===== src/design/beat_buf_pkg.sv =====
// Shared definitions for the read-beat reservation buffer.
// Holds the request size type, the APB register map and the field positions
// used by the register block and the top level.
package beat_buf_pkg;

        // Beats in one reservation request, 1 to 255
        typedef logic [7:0] alloc_size_t;

        // --------------------------------------------------
        // APB bus widths
        // --------------------------------------------------
        localparam int APB_ADDR_W = 12;
        localparam int APB_DATA_W = 32;

        // --------------------------------------------------
        // Register map
        // --------------------------------------------------
        localparam logic [APB_ADDR_W-1:0] REG_CTRL      = 12'h000;
        localparam logic [APB_ADDR_W-1:0] REG_STATUS    = 12'h004;
        localparam logic [APB_ADDR_W-1:0] REG_SPACE     = 12'h008;
        localparam logic [APB_ADDR_W-1:0] REG_ALLOC_CNT = 12'h00C;
        localparam logic [APB_ADDR_W-1:0] REG_DRAIN_CNT = 12'h010;

        // Event counter width, wraps on overflow
        localparam int CNT_W = 32;

        // REG_CTRL fields
        localparam int CTRL_EN_BIT = 0;

        // REG_STATUS fields
        localparam int STAT_FULL_BIT         = 0;
        localparam int STAT_ALMOST_FULL_BIT  = 1;
        localparam int STAT_EMPTY_BIT        = 2;
        localparam int STAT_ALMOST_EMPTY_BIT = 3;

endpackage


===== src/design/beat_apb_regs.sv =====
// APB slave for the beat buffer, no wait states.
// Holds the grant enable, reports space and flags, counts grants and drains.
`timescale 1ns/1ps

module beat_apb_regs #(
        parameter int DEPTH = 64,
        localparam int AW   = $clog2(DEPTH)
) (
        input  logic                               axi_aclk,
        input  logic                               reset,
        input  logic                               psel,
        input  logic                               penable,
        input  logic                               pwrite,
        input  logic [beat_buf_pkg::APB_ADDR_W-1:0] paddr,
        input  logic [beat_buf_pkg::APB_DATA_W-1:0] pwdata,
        input  logic [AW:0]                        space_free,
        input  logic                               full,
        input  logic                               almost_full,
        input  logic                               empty,
        input  logic                               almost_empty,
        input  logic                               grant,
        input  logic                               drain,
        output logic [beat_buf_pkg::APB_DATA_W-1:0] prdata,
        output logic                               pready,
        output logic                               pslverr,
        output logic                               alloc_enable
);

        import beat_buf_pkg::*;

        logic [CNT_W-1:0]      grant_cnt;
        logic [CNT_W-1:0]      drain_cnt;
        logic [APB_DATA_W-1:0] status_word;
        logic [APB_DATA_W-1:0] rd_mux;
        logic                  mapped;
        logic                  access;

        // Access phase of any transfer
        assign access = psel && penable;

        // --------------------------------------------------
        // Control register and event counters
        // --------------------------------------------------
        always_ff @(posedge axi_aclk) begin
                if (reset) begin
                        alloc_enable <= 1'b1;
                        grant_cnt    <= '0;
                        drain_cnt    <= '0;
                end else begin
                        // Only REG_CTRL takes writes
                        if (access && pwrite && (paddr == REG_CTRL))
                                alloc_enable <= pwdata[CTRL_EN_BIT];
                        if (grant)
                                grant_cnt <= grant_cnt + 1'b1;
                        if (drain)
                                drain_cnt <= drain_cnt + 1'b1;
                end
        end

        // Status word packing
        always_comb begin
                status_word                        = '0;
                status_word[STAT_FULL_BIT]         = full;
                status_word[STAT_ALMOST_FULL_BIT]  = almost_full;
                status_word[STAT_EMPTY_BIT]        = empty;
                status_word[STAT_ALMOST_EMPTY_BIT] = almost_empty;
        end

        // --------------------------------------------------
        // Address decode and read mux
        // --------------------------------------------------
        always_comb begin
                rd_mux = '0;
                mapped = 1'b1;
                case (paddr)
                        REG_CTRL:      rd_mux[CTRL_EN_BIT] = alloc_enable;
                        REG_STATUS:    rd_mux = status_word;
                        REG_SPACE:     rd_mux = APB_DATA_W'(space_free);
                        REG_ALLOC_CNT: rd_mux = APB_DATA_W'(grant_cnt);
                        REG_DRAIN_CNT: rd_mux = APB_DATA_W'(drain_cnt);
                        default:       mapped = 1'b0;
                endcase
        end

        // Read data valid in the access phase
        assign prdata  = rd_mux;
        // No wait states
        assign pready  = 1'b1;
        // Error on any unmapped access
        assign pslverr = access && !mapped;

        // Master must pass through setup before access
        a_penable_needs_psel: assert property (@(posedge axi_aclk) disable iff (reset)
                penable |-> psel);

endmodule


===== config.mk =====
export PLATFORM = sky130hd
export DESIGN_NAME = beat_apb_regs
export DESIGN_NICKNAME = d
export VERILOG_FILES = /design/src/design/beat_buf_pkg.sv /design/src/design/beat_apb_regs.sv
export SDC_FILE = /design/constraint.sdc
export NUM_CORES = 1
export LEC_CHECK = 0
export ABC_AREA = 0
export BUFFER_PORTS_ARGS = -buffer_cell sky130_fd_sc_hd__clkbuf_2
export CORE_AREA = 2 2 84 86
export CTS_CLUSTER_DIAMETER = 150
export DETAILED_ROUTE_END_ITERATION = 6
export DIE_AREA = 0 0 86 88
export MAX_ROUTING_LAYER = met4
export PLACE_DENSITY_LB_ADDON = 0.2
export SLEW_MARGIN = 20
export SYNTH_ARGS = -nofsm -noshare
export SYNTH_HDL_FRONTEND = slang
export SYNTH_SLANG_ARGS = --single-unit

===== constraint.sdc =====
create_clock -name axi_aclk -period 5.2 [get_ports axi_aclk]
set_clock_uncertainty 0.15 [all_clocks]
set_input_delay 0.26 -clock axi_aclk [delete_from_list [all_inputs] [get_ports axi_aclk]]
set_output_delay 0.26 -clock axi_aclk [all_outputs]
set_load 0.01 [all_outputs]

# Yosys cells after proc, flatten, opt, wreduce, memory -nomap -nowiden
# Cells that the tools add are included.
# totals
out_inout_bits	35
regBits	65
wordCells	19
# op_classes
n_eq_ne	4
n_reduce_logical	7
add_sub_neg	2
muxes	3
# ops
op	count
31-bit one-hot mux with 4 select lines	1
32-bit by 1-bit adder with 32-bit output (second input constant)	2
12-bit by 4-bit equality test with 1-bit output (second input constant)	2
12-bit by 3-bit equality test with 1-bit output (second input constant)	1
12-bit by 5-bit equality test with 1-bit output (second input constant)	1
12-bit logical NOT	1
1-bit one-hot mux with 5 select lines	1
5-bit OR reduction	1
1-bit logical AND	4
1-bit logical NOT	1
1-bit two-way mux	1

# Depth between registers and ports, before layout
# Gate-level depths: netlist (run 1).
# depth
depth_word	5
ltp_mapped	6

# Worst setup path before layout (run 1)
# No wires, ideal clock.
# synth_path
kind	input -> output
start	in paddr[9] in the netlist's numbering
end	out prdata[1] in the netlist's numbering
arrival_ns	1.627
setup_slack_ns	3.163
path_stages	3
path_cell_list	or4_4 > or4_4 > o221ai_1
# synth_between
elab_chain_len	2
# synth_rtl
item	line	source
start: declaration	beat_apb_regs.sv:14	input logic [beat_buf_pkg::APB_ADDR_W-1:0] paddr,
12-bit by 5-bit equality test with 1-bit output (tied with other cells)	beat_apb_regs.sv:75	case (paddr)
31-bit one-hot mux with 4 select lines *	beat_apb_regs.sv:75	
end: declaration	beat_apb_regs.sv:23	output logic [beat_buf_pkg::APB_DATA_W-1:0] prdata,
# Mark *: on every way between the ends. The rest lies on a longest branch, timed or not.

# Final worst setup path (run 1)
# layout_path
start	in paddr[9] in the netlist's numbering
end	out prdata[17] in the netlist's numbering
# The elaborated chain is that of the path after synthesis.

==> results_dict.tcl, run 1 <==
set metrics [dict create \
    grt_pass1_wl_um 15590 \
    stdcell_count 567 \
    relSlewSlack_pct 46.48 \
    syn2layout_area_growth_pct 11.66 \
    io_buffers 64 \
    pwr-share-seq_pct 53.0 \
    finalCritPeriodShare_pct 52.58 \
    ant_nets 0 \
    tns_ns 0 \
    layout_commonest_cell "dfxtp_1" \
    drive_gt1_share_pct 23.61 \
    synth.mux.area_fraction_pct 3.974 \
    leakage_nw 1.634 \
    crit_path_end_kind "primary output" \
    track_usage_pct 26.70 \
    ys_types 47 \
    synthFlopType "dfxtp_1" \
    drv_cap 0 \
    cpMaxStageDelayCell "and3_1" \
    crit_top_cell "clkbuf_2" \
    syn_nets 500 \
    wl_met1_um 4385 \
    synth_area_mm2 0.003779 \
    layout_common_cells "65 x dfxtp_1, 64 x clkbuf_2, 35 x a21oi_1, 33 x nor2_1, 32 x nand2_1" \
    max_stage_delay_ns 0.72 \
    p_comb_share_pct 5.1 \
    synth_compound_gate_area_share_pct 19.70 \
    die_area_mm2 0.007568 \
    path_buf_inv 2 \
    ys_seq_area_share_pct 34.44 \
    cp-start-kind "input port" \
    wl_met2_um 4488 \
    rows 30 \
    hpwl_um 6719 \
    holdWs_ns 0.03413 \
    drt-initial-drc-count 244 \
    synthArstFlopShare_pct 0 \
    synth_xor_area_share_pct 5.099 \
    yosys_warnings 0 \
    core_area_mm2 0.006644 \
    dr.max_layer_used "met4" \
    grt_max_degree 73 \
    synth_top_family_by_area "simple AND/OR/NAND/NOR gates" \
    cts_tree "built" \
    dpl.cell_count 551 \
    ir_worst_vdd_mv 0.1473 \
    die_h_um 88 \
    drc 0 \
    fin_ws_ns 2.466 \
    crit_fanout 25 \
    synth_edf_count 0 \
    grt_pass1_vias 3217 \
    hp-class "in2reg" \
    wl_um 9515 \
    avgSynthCellArea_um2 8.667 \
    clock_sinks 65 \
    path_clk_slew_ns 0.07 \
    worstPathCellList "clkbuf_2, or4_4, nor3_4, and3_1, a32o_2, clkbuf_2" \
    via_per_inst 6.489 \
    cp.required_ns 4.79 \
    hold_violations 0 \
    antenna_found_initial 0 \
    ctsHoldBuffers 0 \
    synthAdderAreaFrac_pct 0.6623 \
    final_area_mm2 0.004219 \
    path_delay_family "simple AND/OR/NAND/NOR gates" \
    initial_core_util_pct 56.87 \
    cp_data_arrival_time_ns 2.32 \
    tightest_slew_ns 0.8028 \
    wl_per_cell_um 16.78 \
    placed_cell_area_mm2 0.004038 \
    layout.nets 546 \
    postCtsResizedCells 0 \
    synth_seq_cells 65 \
    power.switching_uw 242.5 \
    first_pass_iters 4 \
    rsz0062_at_grt "false" \
    p_int_uw 716.6 \
    worstSkewPairLatency_ns 0.35 \
    max_freq_mhz 365.7 \
    place.gp.congestion 0.8539 \
    syn_inst 436 \
    clk_path_buf_depth 2 \
    setup_viol 0 \
    num_vias 3679 \
    cts_root_buffer "clkbuf_8" \
    path_class "in2out" \
    post-route-min-period_ns 2.734 \
    cts_inserted_buffers 9 \
    clock_power_share_pct 42.0 \
    overflow 0 \
    wl_met3_um 389 \
    sw_frac_of_total_pct 25.28 \
    die_x_um 86 \
    postCtsSetupRepairBufs 0 \
    antenna_cells 0 \
    status "complete, no violations" \
    ios 97 \
    power.density_mw_per_mm2 227.3 \
    maxSlewViolCount 0 \
    cts.htree.levels 3 \
    synth_simple_gate_area_share_pct 30.93 \
    dpl_worst_slack_ns 2.495 \
]
## tightest hold or removal path: stages
cell,delay (ns)
clkbuf_2,0.07
nor2_1,0.04
mux2i_1,0.11
## layout make-up
type	instances	area (um^2)
clock buffer	11	151.4
clock inverter	5	30.03
fill	592	2425
inverter	2	7.507
multi-input combinational	338	2293
sequential	65	1301
tap	80	100.1
timing repair buffer	66	335.3
## Yosys cell counts, types with 3 or more instances
| master | number | area [um^2] |
|---|---|---|
| buf_6 | 4 | 45.04 |
| nand3_1 | 20 | 100.1 |
| o21ai_1 | 8 | 40.04 |
| or3_1 | 16 | 100.1 |
| and4_1 | 10 | 87.58 |
| clkbuf_1 | 14 | 52.55 |
| o21ai_0 | 11 | 55.05 |
| and2_1 | 6 | 37.54 |
| a32o_1 | 5 | 50.05 |
| or4_1 | 19 | 142.6 |
| xnor2_1 | 3 | 26.28 |
| a21oi_1 | 35 | 175.2 |
| nor2_1 | 33 | 123.9 |
| xor2_1 | 19 | 166.4 |
| a32o_2 | 20 | 225.2 |
| a22oi_1 | 3 | 22.52 |
| nand4_4 | 3 | 63.81 |
| buf_2 | 7 | 35.03 |
| nand4_1 | 23 | 143.9 |
| mux2i_1 | 6 | 60.06 |
| nor3_1 | 4 | 20.02 |
| dfxtp_1 | 65 | 1301 |
| and3_1 | 8 | 50.05 |
| o221ai_1 | 3 | 26.28 |
| mux2_1 | 6 | 67.56 |
| nor2b_1 | 8 | 50.05 |
| o31ai_1 | 19 | 142.6 |
| nand2_1 | 32 | 120.1 |
## per-stage QoR
step / power, mW / utilization [%]
6_report: 0.9591 / 63.50
5_1_grt: 0.9951 / 63.50
4_1_cts: 0.9593 / 63.50
3_5_place_dp: 0.5678 / 60.77
3_3_place_gp: 0.5660 / 60.77
2_1_floorplan: 0.5462 / -
## registers in the layout, indices dropped and copies added, names as in the netlist
| name | count |
|---|---|
| drain_cnt | 32 |
| grant_cnt | 32 |
| alloc_enable | 1 |
## cells by family after synthesis
kind of cell    count (synthesis)
simple gates                  195
compound gates                105
flops                          65
buf+inv                        33
xor+xnor                       22
mux                            13
fa+ha+maj                       2
other cells                     1
## final timing paths
check                             start                         end  slack, ns  cells past startpoint
max reg2reg   grant_cnt[0]$_SDFFE_PP0P_  grant_cnt[14]$_SDFFE_PP0P_       2.96                      5
max                            paddr[9]                  prdata[17]       2.47                      6
min                           pwdata[0]   alloc_enable$_SDFFE_PP1P_       0.03                      3
min reg2reg  grant_cnt[31]$_SDFFE_PP0P_  grant_cnt[31]$_SDFFE_PP0P_       0.35                      2
## metal layers
layer / global-route usage [%] / vias up
met5: - / -
li1: - / 1765
met4: 12.55 / 0
met1: 36.27 / 1806
met2: 38.69 / 87
met3: 4.336 / 21
## power groups by stage
stage | Clock, mW | Combinational (mW) | Sequential, mW
floorplan | 0 | 0.0298 | 0.516
global placement | 0 | 0.0467 | 0.519
detailed placement | 0 | 0.0482 | 0.520
CTS | 0.403 | 0.0484 | 0.508
global route | 0.433 | 0.0539 | 0.509
finish | 0.403 | 0.0487 | 0.508
No activity file was read; power rests on OpenSTA's default activity.
==> inputs of run 2 (changes only) <==
Settings changed: CORE_AREA 2 2 84 86 to 2 2 88 90, DIE_AREA 0 0 86 88 to 0 0 90 92.
Clock period 5.2 ns to 2.8 ns, I/O delays scaled along.
==> results_dict.tcl, run 2 (synthesis results as in run 1) <==
set metrics [dict create \
    status "complete, no violations" \
    maxSlewViolCount 0 \
    cts.htree.levels 3 \
    placed_cell_area_mm2 0.004108 \
    cts_tree "built" \
    crit_fanout 17 \
    r2r_end "grant_cnt[31]$_SDFFE_PP0P_" \
    worstSkewPairLatency_ns 0.34 \
    via_per_inst 6.064 \
    path_clk_slew_ns 0.07 \
    hpwl_um 6648 \
    crit_path_end_kind "register" \
    ant_nets 0 \
    wl_per_cell_um 15.85 \
    tightest_slew_ns 0.8223 \
    die_area_mm2 0.008280 \
    fin_ws_ns 0.5264 \
    grt_pass1_vias 3333 \
    track_usage_pct 23.81 \
    max_freq_mhz 439.8 \
    ff2ff_path_depth 4 \
    cts_root_buffer "clkbuf_8" \
    place.gp.congestion 0.8408 \
    hold_path_depth 4 \
    syn2layout_area_growth_pct 14.24 \
    ios 97 \
    crit_path_start "drain" \
    core_area_mm2 0.007447 \
    ctsHoldBuffers 2 \
    cts_inserted_buffers 9 \
    rsz0062_at_grt "false" \
    r2r_slack_ns 0.56 \
    drt-initial-drc-count 210 \
    cp-start-kind "input port" \
    drv_cap 0 \
    drc 0 \
    layout_common_cells "65 x dfxtp_1, 64 x clkbuf_2, 35 x a21oi_1, 33 x nor2_1, 32 x nand2_1" \
    final_area_mm2 0.004317 \
    leakage_nw 1.674 \
    drive_gt1_share_pct 23.53 \
    finalCritPeriodShare_pct 81.20 \
    setup_viol 0 \
    grt_pass1_wl_um 15640 \
    critPathCapture "drain_cnt[22]$_SDFFE_PP0P_" \
    antenna_cells 0 \
    hp-class "in2reg" \
    fillers 690 \
    power.density_mw_per_mm2 423.6 \
    postCtsResizedCells 0 \
    hold_violations 0 \
    ir_worst_vdd_mv 0.3161 \
    overflow 0 \
    grt_max_degree 39 \
    tns_ns 0 \
    relSlewSlack_pct 45.18 \
    wl_um 9428 \
    rows 32 \
    layout_commonest_cell "dfxtp_1" \
    die_x_um 90 \
    cp.required_ns 2.91 \
    cp_data_arrival_time_ns 2.38 \
    initial_core_util_pct 50.74 \
    die_h_um 92 \
    first_pass_iters 5 \
    top_regs "drain_cnt (32), grant_cnt (32), alloc_enable (1)" \
    dpl_worst_slack_ns 0.5841 \
    rr_startpoint "grant_cnt[2]$_SDFFE_PP0P_" \
    path_class "in2reg" \
    clk_path_buf_depth 2 \
    post-route-min-period_ns 2.274 \
    clock_sinks 65 \
    layout.nets 552 \
    postCtsSetupRepairBufs 0 \
    io_buffers 64 \
    num_vias 3608 \
    antenna_found_initial 0 \
]
run 2: changes by cell type in the layout (fill, tap and decap cells not counted), sizes merged:
| cell | previous run | this run |
|---|---|---|
| buf | 2 | 6 |
| clkbuf | 75 | 77 |
| clkinvlp | 2 | 0 |
| dlygate4sd3 | 0 | 2 |
| bufinv | 0 | 1 |
| clkinv | 3 | 2 |
run 2: through the flow:
| stage | utilization (%) | total power [mW] | instances | hold slack, ns |
|---|---|---|---|---|
| floorplan | - | 1.014 | 436 | 0.1376 |
| global placement | 55.16 | 1.056 | 577 | 0.2535 |
| detailed placement | 55.16 | 1.058 | 577 | 0.2521 |
| CTS | 57.96 | 1.847 | 595 | 0.001574 |
| global route | 57.96 | 1.890 | 595 | 0.03666 |
| finish | 57.96 | 1.829 | 595 | 0.003325 |
run 2: worst max-delay path: stages:
cell and delay (ns):
dlygate4sd3_1 0.53, clkbuf_2 0.19, and4_1 0.52, nand4_4 0.31, or4_1 0.55, a21oi_1 0.14
run 2: how the worst min path moves through the flow:
stage | startpoint | endpoint
after global placement | pwdata[0] | alloc_enable$_SDFFE_PP1P_
after floorplan | drain | drain_cnt[0]$_SDFFE_PP0P_
after CTS | penable | alloc_enable$_SDFFE_PP1P_
after global routing | grant | grant_cnt[1]$_SDFFE_PP0P_
after detailed placement | pwdata[0] | alloc_enable$_SDFFE_PP1P_
final | penable | alloc_enable$_SDFFE_PP1P_
run 2: routing by layer:
layer	part of all wire (%)	wire length (um)	track usage [%]	up-vias
li1	-	-	-	1785
met1	47	4476	29.90	1727
met2	47	4450	38.60	86
met3	4.2	397	5.670	10
met4	1.1	104	6.667	0
met5	0	0	-	-
run 2: area by class of cell:
| type | instances | area, um^2 | area share [%] |
|---|---|---|---|
| Tap cell | 102 | 127.6 | 2.957 |
| Multi-Input combinational cell | 338 | 2293 | 53.13 |
| Inverter | 2 | 7.507 | 0.1739 |
| Sequential cell | 65 | 1301 | 30.14 |
| Clock buffer | 13 | 148.9 | 3.449 |
| Clock inverter | 3 | 40.04 | 0.9275 |
| Timing Repair Buffer | 72 | 397.9 | 9.217 |
run 2: power breakdown:
group          internal, mW  total [mW]  switching [mW]
logic                0.0411      0.0975          0.0564
clock network         0.434       0.789           0.355
registers             0.930       0.942          0.0118
